===== src/common/bus_pkg.sv =====
`default_nettype none

package bus_pkg;

  ////////////////////
  // Bus widths
  ////////////////////

  localparam int unsigned ADDR_W = 32;
  localparam int unsigned DATA_W = 32;

  ////////////////////
  // Payloads
  ////////////////////

  // Request side, held stable from req until gnt
  typedef struct packed {
    logic              we;
    logic [ADDR_W-1:0] addr;
    logic [DATA_W-1:0] wdata;
  } bus_req_t;

  // Response side, qualified by rvalid
  typedef struct packed {
    logic [DATA_W-1:0] rdata;
  } bus_rsp_t;

  // Arbiter inputs, data side has priority
  typedef enum logic {
    REQ_FETCH = 1'b0,
    REQ_DATA  = 1'b1
  } requester_e;

endpackage

`default_nettype wire


===== src/common/isa_pkg.sv =====
`default_nettype none

package isa_pkg;

  // Register index, x0 to x31
  typedef logic [4:0] reg_addr_t;

  ////////////////////
  // Opcodes
  ////////////////////

  typedef enum logic [6:0] {
    OPC_LUI    = 7'b0110111,
    OPC_OP_IMM = 7'b0010011,
    OPC_OP     = 7'b0110011,
    OPC_LOAD   = 7'b0000011,
    OPC_STORE  = 7'b0100011
  } opcode_e;

  // Function codes for the kept subset
  localparam logic [2:0] F3_ADD_SUB = 3'b000;
  localparam logic [2:0] F3_LW      = 3'b010;
  localparam logic [2:0] F3_SW      = 3'b010;
  localparam logic [6:0] F7_ADD     = 7'b0000000;
  localparam logic [6:0] F7_SUB     = 7'b0100000;

  ////////////////////
  // ALU and decode
  ////////////////////

  typedef enum logic [1:0] {
    ALU_ADD    = 2'd0,
    ALU_SUB    = 2'd1,
    ALU_PASS_B = 2'd2
  } alu_op_e;

  // All zero means a no-op
  typedef struct packed {
    alu_op_e     alu_op;
    reg_addr_t   rs1;
    reg_addr_t   rs2;
    reg_addr_t   rd;
    logic [31:0] imm;
    logic        use_imm;
    logic        rf_we;
    logic        is_load;
    logic        is_store;
  } decoded_t;

endpackage

`default_nettype wire


===== src/core/decoder.sv =====
`default_nettype none

module decoder (
  input  logic [31:0]       instr_i,
  output isa_pkg::decoded_t decoded_o
);
  import isa_pkg::*;

  logic [6:0]  opcode;
  logic [2:0]  funct3;
  logic [6:0]  funct7;
  logic [31:0] imm_i;
  logic [31:0] imm_s;
  logic [31:0] imm_u;

  ////////////////////
  // Fields
  ////////////////////

  assign opcode = instr_i[6:0];
  assign funct3 = instr_i[14:12];
  assign funct7 = instr_i[31:25];

  // Sign-extended I and S immediates
  assign imm_i = {{20{instr_i[31]}}, instr_i[31:20]};
  assign imm_s = {{20{instr_i[31]}}, instr_i[31:25], instr_i[11:7]};
  // Upper 20 bits, low 12 cleared
  assign imm_u = {instr_i[31:12], 12'b0};

  ////////////////////
  // Decode
  ////////////////////

  always_comb begin
    // Default is a no-op, no write and no memory access
    decoded_o     = '0;
    decoded_o.rs1 = instr_i[19:15];
    decoded_o.rs2 = instr_i[24:20];
    decoded_o.rd  = instr_i[11:7];
    case (opcode)
      OPC_LUI: begin
        decoded_o.alu_op  = ALU_PASS_B;
        decoded_o.imm     = imm_u;
        decoded_o.use_imm = 1'b1;
        decoded_o.rf_we   = 1'b1;
      end
      OPC_OP_IMM: begin
        // ADDI only
        if (funct3 == F3_ADD_SUB) begin
          decoded_o.alu_op  = ALU_ADD;
          decoded_o.imm     = imm_i;
          decoded_o.use_imm = 1'b1;
          decoded_o.rf_we   = 1'b1;
        end
      end
      OPC_OP: begin
        if (funct3 == F3_ADD_SUB && funct7 == F7_ADD) begin
          decoded_o.alu_op = ALU_ADD;
          decoded_o.rf_we  = 1'b1;
        end else if (funct3 == F3_ADD_SUB && funct7 == F7_SUB) begin
          decoded_o.alu_op = ALU_SUB;
          decoded_o.rf_we  = 1'b1;
        end
      end
      OPC_LOAD: begin
        // Address is rs1 plus I immediate
        if (funct3 == F3_LW) begin
          decoded_o.alu_op  = ALU_ADD;
          decoded_o.imm     = imm_i;
          decoded_o.use_imm = 1'b1;
          decoded_o.rf_we   = 1'b1;
          decoded_o.is_load = 1'b1;
        end
      end
      OPC_STORE: begin
        // Address is rs1 plus S immediate, data from rs2
        if (funct3 == F3_SW) begin
          decoded_o.alu_op   = ALU_ADD;
          decoded_o.imm      = imm_s;
          decoded_o.use_imm  = 1'b1;
          decoded_o.is_store = 1'b1;
        end
      end
      default: begin
      end
    endcase
  end

endmodule

`default_nettype wire


===== src/core/execute_unit.sv =====
`default_nettype none

module execute_unit (
  input  logic               clk_i,
  input  logic               reset_i,
  input  logic               instr_valid_i,
  input  isa_pkg::decoded_t  decoded_i,
  input  logic [31:0]        rdata_a_i,
  input  logic [31:0]        rdata_b_i,
  output logic               rf_we_o,
  output isa_pkg::reg_addr_t rf_waddr_o,
  output logic [31:0]        rf_wdata_o,
  output logic               instr_done_o,
  output logic               lsu_start_o,
  output logic               lsu_store_o,
  output logic [31:0]        lsu_addr_o,
  output logic [31:0]        lsu_wdata_o,
  input  logic               lsu_done_i,
  input  logic [31:0]        lsu_rdata_i
);
  import isa_pkg::*;

  logic [31:0] operand_b;
  logic [31:0] alu_result;
  logic        is_mem;
  logic        aligned;
  logic        mem_go;
  logic        mem_busy_q;

  ////////////////////
  // ALU
  ////////////////////

  assign operand_b = decoded_i.use_imm ? decoded_i.imm : rdata_b_i;

  always_comb begin
    case (decoded_i.alu_op)
      ALU_SUB:    alu_result = rdata_a_i - operand_b;
      ALU_PASS_B: alu_result = operand_b;
      default:    alu_result = rdata_a_i + operand_b;
    endcase
  end

  ////////////////////
  // Sequencing
  ////////////////////

  // Memory ops use rs1 plus imm as byte address
  assign is_mem  = decoded_i.is_load || decoded_i.is_store;
  assign aligned = (alu_result[1:0] == 2'b00);
  // misaligned access falls through as a no-op
  assign mem_go  = is_mem && aligned;

  assign lsu_start_o = instr_valid_i && mem_go && !mem_busy_q;
  assign lsu_store_o = decoded_i.is_store;
  assign lsu_addr_o  = alu_result;
  assign lsu_wdata_o = rdata_b_i;

  // ALU ops retire at once, memory ops on lsu_done
  assign instr_done_o = mem_busy_q ? lsu_done_i : (instr_valid_i && !mem_go);

  // Write-back
  assign rf_we_o    = instr_done_o && decoded_i.rf_we && (mem_go || !is_mem);
  assign rf_waddr_o = decoded_i.rd;
  assign rf_wdata_o = decoded_i.is_load ? lsu_rdata_i : alu_result;

  // Waiting on the LSU
  always_ff @(posedge clk_i) begin
    if (reset_i) begin
      mem_busy_q <= 1'b0;
    end else if (lsu_start_o) begin
      mem_busy_q <= 1'b1;
    end else if (lsu_done_i) begin
      mem_busy_q <= 1'b0;
    end
  end

endmodule

`default_nettype wire


===== src/core/fetch_unit.sv =====
`default_nettype none

module fetch_unit #(
  parameter logic [bus_pkg::ADDR_W-1:0] BOOT_ADDR = '0
) (
  input  logic              clk_i,
  input  logic              reset_i,
  output logic              fetch_req_o,
  output bus_pkg::bus_req_t fetch_payload_o,
  input  logic              fetch_gnt_i,
  input  logic              fetch_rvalid_i,
  input  bus_pkg::bus_rsp_t fetch_rsp_i,
  input  logic              instr_done_i,
  output logic              instr_valid_o,
  output logic [31:0]       instr_o
);
  import bus_pkg::*;

  logic [ADDR_W-1:0] pc_q;
  logic              req_q;
  logic              pending_q;
  logic              valid_q;
  logic [31:0]       instr_q;
  logic              buf_free;
  logic              rsp_hit;

  // Buffer empty, or emptied by the retiring instruction
  assign buf_free = !valid_q || instr_done_i;
  assign rsp_hit  = pending_q && fetch_rvalid_i;

  always_ff @(posedge clk_i) begin
    if (reset_i) begin
      pc_q      <= BOOT_ADDR;
      req_q     <= 1'b0;
      pending_q <= 1'b0;
      valid_q   <= 1'b0;
    end else begin
      // Handshake moves the PC on, next word is PC plus 4
      if (req_q && fetch_gnt_i) begin
        req_q     <= 1'b0;
        pending_q <= 1'b1;
        pc_q      <= pc_q + ADDR_W'(4);
      end else if (!req_q && !pending_q && buf_free) begin
        req_q <= 1'b1;
      end
      if (rsp_hit) begin
        pending_q <= 1'b0;
      end
      // Retire frees the slot, a new word fills it
      if (instr_done_i) begin
        valid_q <= 1'b0;
      end
      if (rsp_hit) begin
        valid_q <= 1'b1;
      end
    end
  end

  // Instruction word
  always_ff @(posedge clk_i) begin
    if (rsp_hit) begin
      instr_q <= fetch_rsp_i.rdata;
    end
  end

  assign fetch_req_o     = req_q;
  assign fetch_payload_o = '{we: 1'b0, addr: pc_q, wdata: '0};
  assign instr_valid_o   = valid_q;
  assign instr_o         = instr_q;

  // Address must not move while the arbiter makes us wait
  a_fetch_hold : assert property (@(posedge clk_i) disable iff (reset_i)
    fetch_req_o && !fetch_gnt_i |=> fetch_req_o && $stable(fetch_payload_o));

endmodule

`default_nettype wire


===== src/core/load_store_unit.sv =====
`default_nettype none

module load_store_unit (
  input  logic              clk_i,
  input  logic              reset_i,
  input  logic              lsu_start_i,
  input  logic              lsu_store_i,
  input  logic [31:0]       lsu_addr_i,
  input  logic [31:0]       lsu_wdata_i,
  output logic              lsu_done_o,
  output logic [31:0]       lsu_rdata_o,
  output logic              data_req_o,
  output bus_pkg::bus_req_t data_payload_o,
  input  logic              data_gnt_i,
  input  logic              data_rvalid_i,
  input  bus_pkg::bus_rsp_t data_rsp_i
);
  import bus_pkg::*;

  logic     req_q;
  logic     wait_q;
  bus_req_t payload_q;

  // Request phase, then response phase
  always_ff @(posedge clk_i) begin
    if (reset_i) begin
      req_q  <= 1'b0;
      wait_q <= 1'b0;
    end else begin
      if (lsu_start_i) begin
        req_q <= 1'b1;
      end else if (req_q && data_gnt_i) begin
        req_q  <= 1'b0;
        wait_q <= 1'b1;
      end
      if (wait_q && data_rvalid_i) begin
        wait_q <= 1'b0;
      end
    end
  end

  // Latched once, held through the gnt wait
  always_ff @(posedge clk_i) begin
    if (lsu_start_i) begin
      payload_q <= '{we: lsu_store_i, addr: lsu_addr_i, wdata: lsu_wdata_i};
    end
  end

  assign data_req_o     = req_q;
  assign data_payload_o = payload_q;

  // Done on rvalid, loads and stores alike
  assign lsu_done_o  = wait_q && data_rvalid_i;
  assign lsu_rdata_o = data_rsp_i.rdata;

  // Execute must not start a second access before the first one ends
  a_lsu_single : assert property (@(posedge clk_i) disable iff (reset_i)
    lsu_start_i |-> !req_q && !wait_q);

endmodule

`default_nettype wire


===== src/core/register_file.sv =====
`default_nettype none

module register_file (
  input  logic               clk_i,
  input  logic               reset_i,
  input  isa_pkg::reg_addr_t raddr_a_i,
  input  isa_pkg::reg_addr_t raddr_b_i,
  output logic [31:0]        rdata_a_o,
  output logic [31:0]        rdata_b_o,
  input  logic               we_i,
  input  isa_pkg::reg_addr_t waddr_i,
  input  logic [31:0]        wdata_i
);

  // x1 to x31, x0 has no storage
  logic [31:0] regs_q [31:1];

  always_ff @(posedge clk_i) begin
    if (reset_i) begin
      for (int i = 1; i < 32; i++) begin
        regs_q[i] <= '0;
      end
    end else if (we_i && (waddr_i != '0)) begin
      // Writes to x0 dropped here
      regs_q[waddr_i] <= wdata_i;
    end
  end

  // x0 reads as zero
  assign rdata_a_o = (raddr_a_i == '0) ? '0 : regs_q[raddr_a_i];
  assign rdata_b_o = (raddr_b_i == '0) ? '0 : regs_q[raddr_b_i];

endmodule

`default_nettype wire


===== src/design/bus_arbiter.sv =====
`default_nettype none

module bus_arbiter (
  input  logic              clk_i,
  input  logic              reset_i,
  input  logic              fetch_req_i,
  input  bus_pkg::bus_req_t fetch_payload_i,
  output logic              fetch_gnt_o,
  output logic              fetch_rvalid_o,
  output bus_pkg::bus_rsp_t fetch_rsp_o,
  input  logic              data_req_i,
  input  bus_pkg::bus_req_t data_payload_i,
  output logic              data_gnt_o,
  output logic              data_rvalid_o,
  output bus_pkg::bus_rsp_t data_rsp_o,
  output logic              bus_req_o,
  output bus_pkg::bus_req_t bus_req_payload_o,
  input  logic              bus_gnt_i,
  input  logic              bus_rvalid_i,
  input  bus_pkg::bus_rsp_t bus_rsp_i
);
  import bus_pkg::*;

  requester_e owner_q;
  requester_e sel;
  logic       busy_q;
  logic       pend_q;

  ////////////////////
  // Selection
  ////////////////////

  // Keep the choice while a request waits or a response is due
  assign sel = (busy_q || pend_q) ? owner_q : (data_req_i ? REQ_DATA : REQ_FETCH);

  assign bus_req_o         = !busy_q && ((sel == REQ_DATA) ? data_req_i : fetch_req_i);
  assign bus_req_payload_o = (sel == REQ_DATA) ? data_payload_i : fetch_payload_i;

  // gnt and rvalid go only to the owner
  assign fetch_gnt_o    = bus_req_o && bus_gnt_i && (sel == REQ_FETCH);
  assign data_gnt_o     = bus_req_o && bus_gnt_i && (sel == REQ_DATA);
  assign fetch_rvalid_o = busy_q && bus_rvalid_i && (owner_q == REQ_FETCH);
  assign data_rvalid_o  = busy_q && bus_rvalid_i && (owner_q == REQ_DATA);
  assign fetch_rsp_o    = bus_rsp_i;
  assign data_rsp_o     = bus_rsp_i;

  ////////////////////
  // Ownership
  ////////////////////

  always_ff @(posedge clk_i) begin
    if (reset_i) begin
      owner_q <= REQ_FETCH;
      busy_q  <= 1'b0;
      pend_q  <= 1'b0;
    end else begin
      if (bus_req_o) begin
        owner_q <= sel;
        pend_q  <= !bus_gnt_i;
        busy_q  <= bus_gnt_i;
      end else if (busy_q && bus_rvalid_i) begin
        busy_q <= 1'b0;
      end
    end
  end

  // Memory side may only answer a granted transaction
  a_no_stray_rvalid : assert property (@(posedge clk_i) disable iff (reset_i)
    bus_rvalid_i |-> busy_q);

endmodule

`default_nettype wire


===== src/design/mini_core.sv =====
`default_nettype none

module mini_core #(
  parameter logic [bus_pkg::ADDR_W-1:0] BOOT_ADDR = 32'h0000_0000
) (
  input  logic              clk_i,
  input  logic              reset_i,
  output logic              bus_req_o,
  output bus_pkg::bus_req_t bus_req_payload_o,
  input  logic              bus_gnt_i,
  input  logic              bus_rvalid_i,
  input  bus_pkg::bus_rsp_t bus_rsp_i
);
  import bus_pkg::*;
  import isa_pkg::*;

  // Fetch side of the arbiter
  logic        fetch_req;
  bus_req_t    fetch_payload;
  logic        fetch_gnt;
  logic        fetch_rvalid;
  bus_rsp_t    fetch_rsp;
  // Data side of the arbiter
  logic        data_req;
  bus_req_t    data_payload;
  logic        data_gnt;
  logic        data_rvalid;
  bus_rsp_t    data_rsp;
  // Fetch to decode and execute
  logic        instr_valid;
  logic [31:0] instr;
  logic        instr_done;
  decoded_t    decoded;
  // Register file
  logic [31:0] rdata_a;
  logic [31:0] rdata_b;
  logic        rf_we;
  reg_addr_t   rf_waddr;
  logic [31:0] rf_wdata;
  // Execute to LSU
  logic        lsu_start;
  logic        lsu_store;
  logic [31:0] lsu_addr;
  logic [31:0] lsu_wdata;
  logic        lsu_done;
  logic [31:0] lsu_rdata;

  ////////////////////
  // Front end
  ////////////////////

  fetch_unit #(.BOOT_ADDR(BOOT_ADDR)) u_fetch_unit (
    .clk_i, .reset_i,
    .fetch_req_o    (fetch_req),    .fetch_payload_o (fetch_payload),
    .fetch_gnt_i    (fetch_gnt),    .fetch_rvalid_i  (fetch_rvalid),
    .fetch_rsp_i    (fetch_rsp),    .instr_done_i    (instr_done),
    .instr_valid_o  (instr_valid),  .instr_o         (instr)
  );

  decoder u_decoder (
    .instr_i   (instr),
    .decoded_o (decoded)
  );

  register_file u_register_file (
    .clk_i, .reset_i,
    .raddr_a_i (decoded.rs1), .raddr_b_i (decoded.rs2),
    .rdata_a_o (rdata_a),     .rdata_b_o (rdata_b),
    .we_i      (rf_we),       .waddr_i   (rf_waddr),  .wdata_i (rf_wdata)
  );

  ////////////////////
  // Back end
  ////////////////////

  execute_unit u_execute_unit (
    .clk_i, .reset_i,
    .instr_valid_i (instr_valid), .decoded_i   (decoded),
    .rdata_a_i     (rdata_a),     .rdata_b_i   (rdata_b),
    .rf_we_o       (rf_we),       .rf_waddr_o  (rf_waddr),  .rf_wdata_o (rf_wdata),
    .instr_done_o  (instr_done),
    .lsu_start_o   (lsu_start),   .lsu_store_o (lsu_store),
    .lsu_addr_o    (lsu_addr),    .lsu_wdata_o (lsu_wdata),
    .lsu_done_i    (lsu_done),    .lsu_rdata_i (lsu_rdata)
  );

  load_store_unit u_load_store_unit (
    .clk_i, .reset_i,
    .lsu_start_i  (lsu_start),    .lsu_store_i    (lsu_store),
    .lsu_addr_i   (lsu_addr),     .lsu_wdata_i    (lsu_wdata),
    .lsu_done_o   (lsu_done),     .lsu_rdata_o    (lsu_rdata),
    .data_req_o   (data_req),     .data_payload_o (data_payload),
    .data_gnt_i   (data_gnt),     .data_rvalid_i  (data_rvalid),
    .data_rsp_i   (data_rsp)
  );

  // One bus port shared by both requesters
  bus_arbiter u_bus_arbiter (
    .clk_i, .reset_i,
    .fetch_req_i    (fetch_req),    .fetch_payload_i (fetch_payload),
    .fetch_gnt_o    (fetch_gnt),    .fetch_rvalid_o  (fetch_rvalid),
    .fetch_rsp_o    (fetch_rsp),
    .data_req_i     (data_req),     .data_payload_i  (data_payload),
    .data_gnt_o     (data_gnt),     .data_rvalid_o   (data_rvalid),
    .data_rsp_o     (data_rsp),
    .bus_req_o, .bus_req_payload_o, .bus_gnt_i, .bus_rvalid_i, .bus_rsp_i
  );

endmodule

`default_nettype wire


===== config.mk =====
export PLATFORM = sky130hd
export DESIGN_NAME = mini_core
export DESIGN_NICKNAME = d
export VERILOG_FILES = /design/src/common/bus_pkg.sv /design/src/common/isa_pkg.sv /design/src/core/decoder.sv /design/src/core/execute_unit.sv /design/src/core/fetch_unit.sv /design/src/core/load_store_unit.sv /design/src/core/register_file.sv /design/src/design/bus_arbiter.sv /design/src/design/mini_core.sv
export SDC_FILE = /design/constraint.sdc
export NUM_CORES = 2
export LEC_CHECK = 0
export BUFFER_PORTS_ARGS = -buffer_cell sky130_fd_sc_hd__buf_2
export CORE_MARGIN = 1
export CORE_UTILIZATION = 45
export CTS_CLUSTER_DIAMETER = 30
export DETAILED_ROUTE_END_ITERATION = 6
export SLEW_MARGIN = 0
export SYNTH_ARGS = -nofsm -noshare
export SYNTH_HDL_FRONTEND = slang
export SYNTH_SLANG_ARGS = --single-unit
export TNS_END_PERCENT = 50

===== constraint.sdc =====
create_clock -name clk_i -period 8.8 [get_ports clk_i]
set_clock_uncertainty 0.1 [all_clocks]
set_input_delay 1.32 -clock clk_i [delete_from_list [all_inputs] [get_ports clk_i]]
set_output_delay 1.32 -clock clk_i [all_outputs]
set_load 0.05 [all_outputs]

## Yosys cells after proc, flatten, opt, wreduce, memory -nomap -nowiden

Memory sizes are Yosys's and may differ from the RTL's. A register that Yosys moved wholly into a read port is not among the register bits.
Cells that the tools add are included.

- Memory bits (writable): 992
- Memory bits (read-only): 0
- Register bits: 138
- Latch bits: 0
- Memories: 1

Memories:

| memory | depth | bits a word | rd ports | clocked after Yosys merged registers in | wr ports | RTL line | RTL |
|---|---|---|---|---|---|---|---|
| u_register_file.regs_q | 31 | 32 | 2 | 2 | 31 | register_file.sv:16 | `logic [31:0] regs_q [31:1];` |

- Bitwise gates (word level): 3
- Muxes and demuxes: 41
- Shifts and indexed selects: 0
- Div/mod/pow operators: 0
- Reductions and logical operators: 49
- Equal/unequal tests: 9
- $add $sub $neg: 3
- $lt $le $gt $ge: 0
- Multipliers: 0

Operator list:

| kind | count |
|---|---|
| $mux 32 | 5 |
| $pmux 33 s4 | 1 |
| $mux 65 | 1 |
| $pmux 32 s2 | 1 |
| $mux 35 | 1 |
| $mux 34 | 1 |
| $mux 33 | 1 |
| $add 32x3->32 const B | 1 |
| $add 32x32->32 | 1 |
| $reduce_or 32->1 | 1 |
| $sub 32x32->32 | 1 |
| $eq 7x6->1 const B | 4 |
| $mux 1 | 25 |
| $logic_and 1x1->1 | 22 |
| $mux 5 | 3 |
| $logic_not 5->1 | 2 |
| $logic_not 1->1 | 8 |
| $reduce_bool 2->1 | 4 |
| $eq 7x2->1 const B | 1 |
| $eq 7x5->1 const B | 1 |
| $logic_not 7->1 | 1 |
| $reduce_or 2->1 | 3 |
| $reduce_bool 5->1 | 1 |
| $logic_or 1x1->1 | 4 |
| 9 further kinds | 11 |

## Depth between registers and ports, before layout

- Depth in word-level cells: 20
- Gate-level depth with buffers: 30
- Mapped depth without buffers: 24

## Modules after synthesis

From an unflattened synthesis, not the netlist that was laid out.

- Cells, all modules: 4976
- Area total of the unflattened synthesis: 66166.0 um^2

Modules (own cells, without submodules):

| module | area each (um^2) | times used | seq. area each (um^2) | cells an instance |
|---|---|---|---|---|
| register_file | 54628.6 | 1 | 30749.5 | 3765 |
| execute_unit | 4112.7 | 1 | 20.0 | 582 |
| fetch_unit | 2790.2 | 1 | 1621.6 | 251 |
| load_store_unit | 2275.9 | 1 | 1991.9 | 106 |
| bus_arbiter | 1626.6 | 1 | 60.1 | 161 |
| decoder | 732.0 | 1 | 0.0 | 111 |

## Worst setup path after synthesis

OpenSTA, ideal clock, no wires.

- Path type: register to register
- Start: register with a tool-made name
- End: memory u_register_file.regs_q[14][30] (data pin)
- Cell stages (with the launch flop): 22
- Data required time: 8.430 ns
- Path slack: 2.180 ns
- Buffers on the path: 5
- Arrival: 6.251 ns
- Cell sequence: dfxtp_1 clkbuf_1 clkbuf_1 buf_1 buf_1 mux4_2 mux4_2 mux2i_1 nor2_1 fa_1 a21o_1 a21oi_1 o21ai_0 a31o_2 nand4_1 nand2_1 a311o_1 a221o_1 a221o_1 nor2_1 clkbuf_1 nor3_1

RTL lines:

| what | RTL line |
|---|---|
| end: declaration | register_file.sv:16 |

==> metrics <==
Max-Cap Viols 1; first-pass GRT wire length 335 mm; Final setup viols 0; Power Density 238 mW/mm^2; Worst-Margin Slew 1.47 ns; Worst IR Drop VDD 137 uV; Sw Pwr 0.00421 W; num rows 135; startpoint types flop; clock share of power 55.9%; FMAX 0.122 GHz; unrepaired setup endpoints after global routing false; DP HPWL 145 mm; CTS sink cnt 1170; hold buffer count at CTS 0; buffer depth of the longest clock path 4; Die Span X 373 microns; total CTS buffers 278; GRT Resource Usage Total 34.4%; drt drc 1; Distinct cells, synth 93; post-layout util 54.6%; mux cell area share after synthesis 23.1%; Root Buffer clkbuf_16; vias per cell 6.76; # port buffers 101; placed cell count 6224; Worst Hold Class flop to flop; Synth Area in XOR/XNOR 1.15%; die height 373 microns; Hold Path Stages 2; Routed WL 241 mm; worst skew pair latency 0.89 ns; Synth Flop Type edfxtp_1; Post-Synth Simple-Gate Area 11.2%; initial DRC count 7482; cells along the critical path buf_4 -> nand3b_1 -> o221ai_1 -> a221oi_1 -> a2111oi_0 -> o21bai_1 -> nand4_1 -> nor2b_1 -> nand3b_1 -> o21ai_0 -> xnor2_1 -> ha_1 -> and3_1 -> and2_1 -> a221oi_1 -> o21ai_0 -> a21oi_1 -> nor2_1 -> a311o_1 -> a221o_1 -> a221o_1 -> nor2_2 -> buf_12 -> nor3_1; 1st-pass router iterations 7; Switching Fraction 23.8%; H-tree depth 5; largest family of logic cells by synthesized area multiplexers; DR vias 45300; GRT overflow 0; cell count after synthesis 4524; vias in the first global route 44300; register share of total power 36.3%; final worst-path cycle share 93.1%; GP Congestion 0.980; layout cells sized above 1 29.8%; initial core utilization 45.6%; post-synthesis compound-gate area fraction 4.47%; antenna violations before repair 9; routed length per instance 36.0 microns; violated checks design-rule violations, max-capacitance violations; Core ar. 0.136 sq mm; count of non-filler cells in the finished layout 6695; Final Hold Viols 0; Nets 4793; CP endpoint kind flop; Post-CTS Setup Inserts 0; Pleak 27.8 nW; sequential-to-total area share from yosys stat 55.9%; Worst-path clk slew 0.05 ns; Synth Area in Adders 0.699%; Synth Register Bits 1170; slowest cell on the critical path dfxtp_2; final period demand of the worst path 8.19 ns; Gate power share 7.9%; Critical Path AT 8.66 ns; Hold Path Origin u_fetch_unit.pc_q[26]$_SDFFE_PP0P_; Final Slew Violations 0; Pint 0.0135 W; WP data required 9.27 ns; CTS tree built; status complete, but fails checks; Hold EP u_fetch_unit.pc_q[26]$_SDFFE_PP0P_; Post-DRT Antenna Nets 0; setup TNS 0 ns; post-CTS resize count 0; Synth async-reset ratio 0%; worst-case reg-to-reg path depth 24; Post-synth EDFFs 1121; CP Max Fanout 32; Mean Syn Cell Area 13.7 sq um; Area growth syn-to-layout 19.8%; Ys Warns 0; Reg-to-Reg End u_register_file.regs_q[11][30]$_SDFFCE_PN0P_; Worst Hold Slack 0.395 ns; Mapped Area 0.0619 sq mm; max incr delay on CP 0.83 ns; I/O pins 102; die area 0.139 sq mm; flop2flop setup slack 0.61 ns; Crit Path Class flop to flop; Slew HR 1.62%; largest net degree at the start of global routing 96
[critical path: cells and delay by family (launching register included)]
family | cells | cell delay (ns)
AND/OR/NAND/NOR | 9 | 2.05
AO/OA/AOI/OAI | 11 | 3.69
buffers and inverters | 2 | 0.64
XOR/XNOR | 1 | 0.10
adder cells (fa/ha/maj) | 1 | 0.36
flip-flops | 1 | 0.83
[worst max-delay path by stage]
stage / start / end / slack [ns] / cells past startpoint
6_report: flop / u_register_file.regs_q[11][30]$_SDFFCE_PN0P_ / 0.61 / 24
5_1_grt: flop / u_register_file.regs_q[15][30]$_SDFFCE_PN0P_ / 0.33 / 24
4_1_cts: flop / u_register_file.regs_q[16][30]$_SDFFCE_PN0P_ / 0.65 / 24
3_5_place_dp: flop / u_register_file.regs_q[16][30]$_SDFFCE_PN0P_ / 0.69 / 24
3_3_place_gp: flop / u_register_file.regs_q[11][30]$_SDFFCE_PN0P_ / 0.74 / 24
2_1_floorplan: flop / u_register_file.regs_q[14][30]$_SDFFCE_PN0P_ / 2.18 / 21
[state kept, by name, indices dropped and copies added (netlist names), 30 cells and up, named ones only]
register,cells
u_register_file.regs_q,1024
u_fetch_unit.pc_q,30
u_fetch_unit.instr_o,32
u_load_store_unit.data_payload_o,65
[placed cells by master (no fill, tap or decap), types with 60 or more instances in the layout]
| cell | count |
|---|---|
| mux2i_1 | 164 |
| mux4_2 | 519 |
| nand2_1 | 142 |
| clkbuf_16 | 286 |
| edfxtp_1 | 1121 |
| a21oi_1 | 116 |
| nor2_1 | 962 |
| buf_4 | 191 |
| inv_1 | 60 |
| buf_2 | 101 |
| o21ai_0 | 67 |
| nor3_1 | 150 |
[through the flow]
stage / total power, W / worst slack [ns] / cell area [sq um]
after floorplan: 0.00728 / 2.18 / 62100
after detailed placement: 0.00785 / 0.692 / 65300
after global routing: 0.0181 / 0.326 / 74200
after global placement: 0.00784 / 0.744 / 65300
final: 0.0177 / 0.608 / 74200
after CTS: 0.0177 / 0.650 / 74200
[synthesized netlist by cell type, types with 33 or more instances]
library cell	number	area [sq um]
edfxtp_1	1121	33700
nor2_1	971	3640
mux4_2	519	11700
clkbuf_1	317	1190
mux2i_1	176	1760
nand2_1	173	649
nor3_1	152	761
a21oi_1	129	646
o21ai_0	67	335
inv_1	62	233
nor2b_1	54	338
a22oi_1	52	390
dfxtp_1	49	981
mux2_2	46	518
xor2_1	42	368
buf_2	41	205
nand2b_1	41	257
xnor2_1	39	342
buf_1	36	135
ha_1	33	413
[cell type report]
type	instances	area, sq um
multi-input combinational	2894	25800
inverter	63	236
fill	11000	61700
timing repair buffer	316	2420
tap	1781	2230
antenna	3	7.51
sequential	1170	34700
clock inverter	143	1600
clock buffer	325	7300
[power by group through the flow]
stage	clock, W	combinational, W	sequential (W)
global placement	0	0.00134	0.00649
CTS	0.00991	0.00135	0.00641
finish	0.00988	0.00139	0.00642
global route	0.0102	0.00143	0.00643
detailed placement	0	0.00134	0.00651
floorplan	0	0.000819	0.00646
[metal layers]
| metal | track usage (%) | part of all wire (%) | vias to the layer above | routed length, microns |
|---|---|---|---|---|
| li1 | - | - | 17700 | - |
| met1 | 44.6 | 35 | 23000 | 85400 |
| met2 | 51.8 | 45 | 3803 | 108000 |
| met3 | 10.9 | 14 | 738 | 34100 |
| met4 | 17.8 | 5.6 | 14 | 13600 |
| met5 | 0 | 0.056 | - | 136 |
[cell families after synthesis]
logic type,count (synthesis)
other,1
AOI/OAI and AO/OA,423
xor gates and xnor gates,81
adders and majority gates,34
muxes,754
and+or+nand+nor,1570
buffers and inverters,491
DFF,1170
Power figures use the tool's default switching activity.
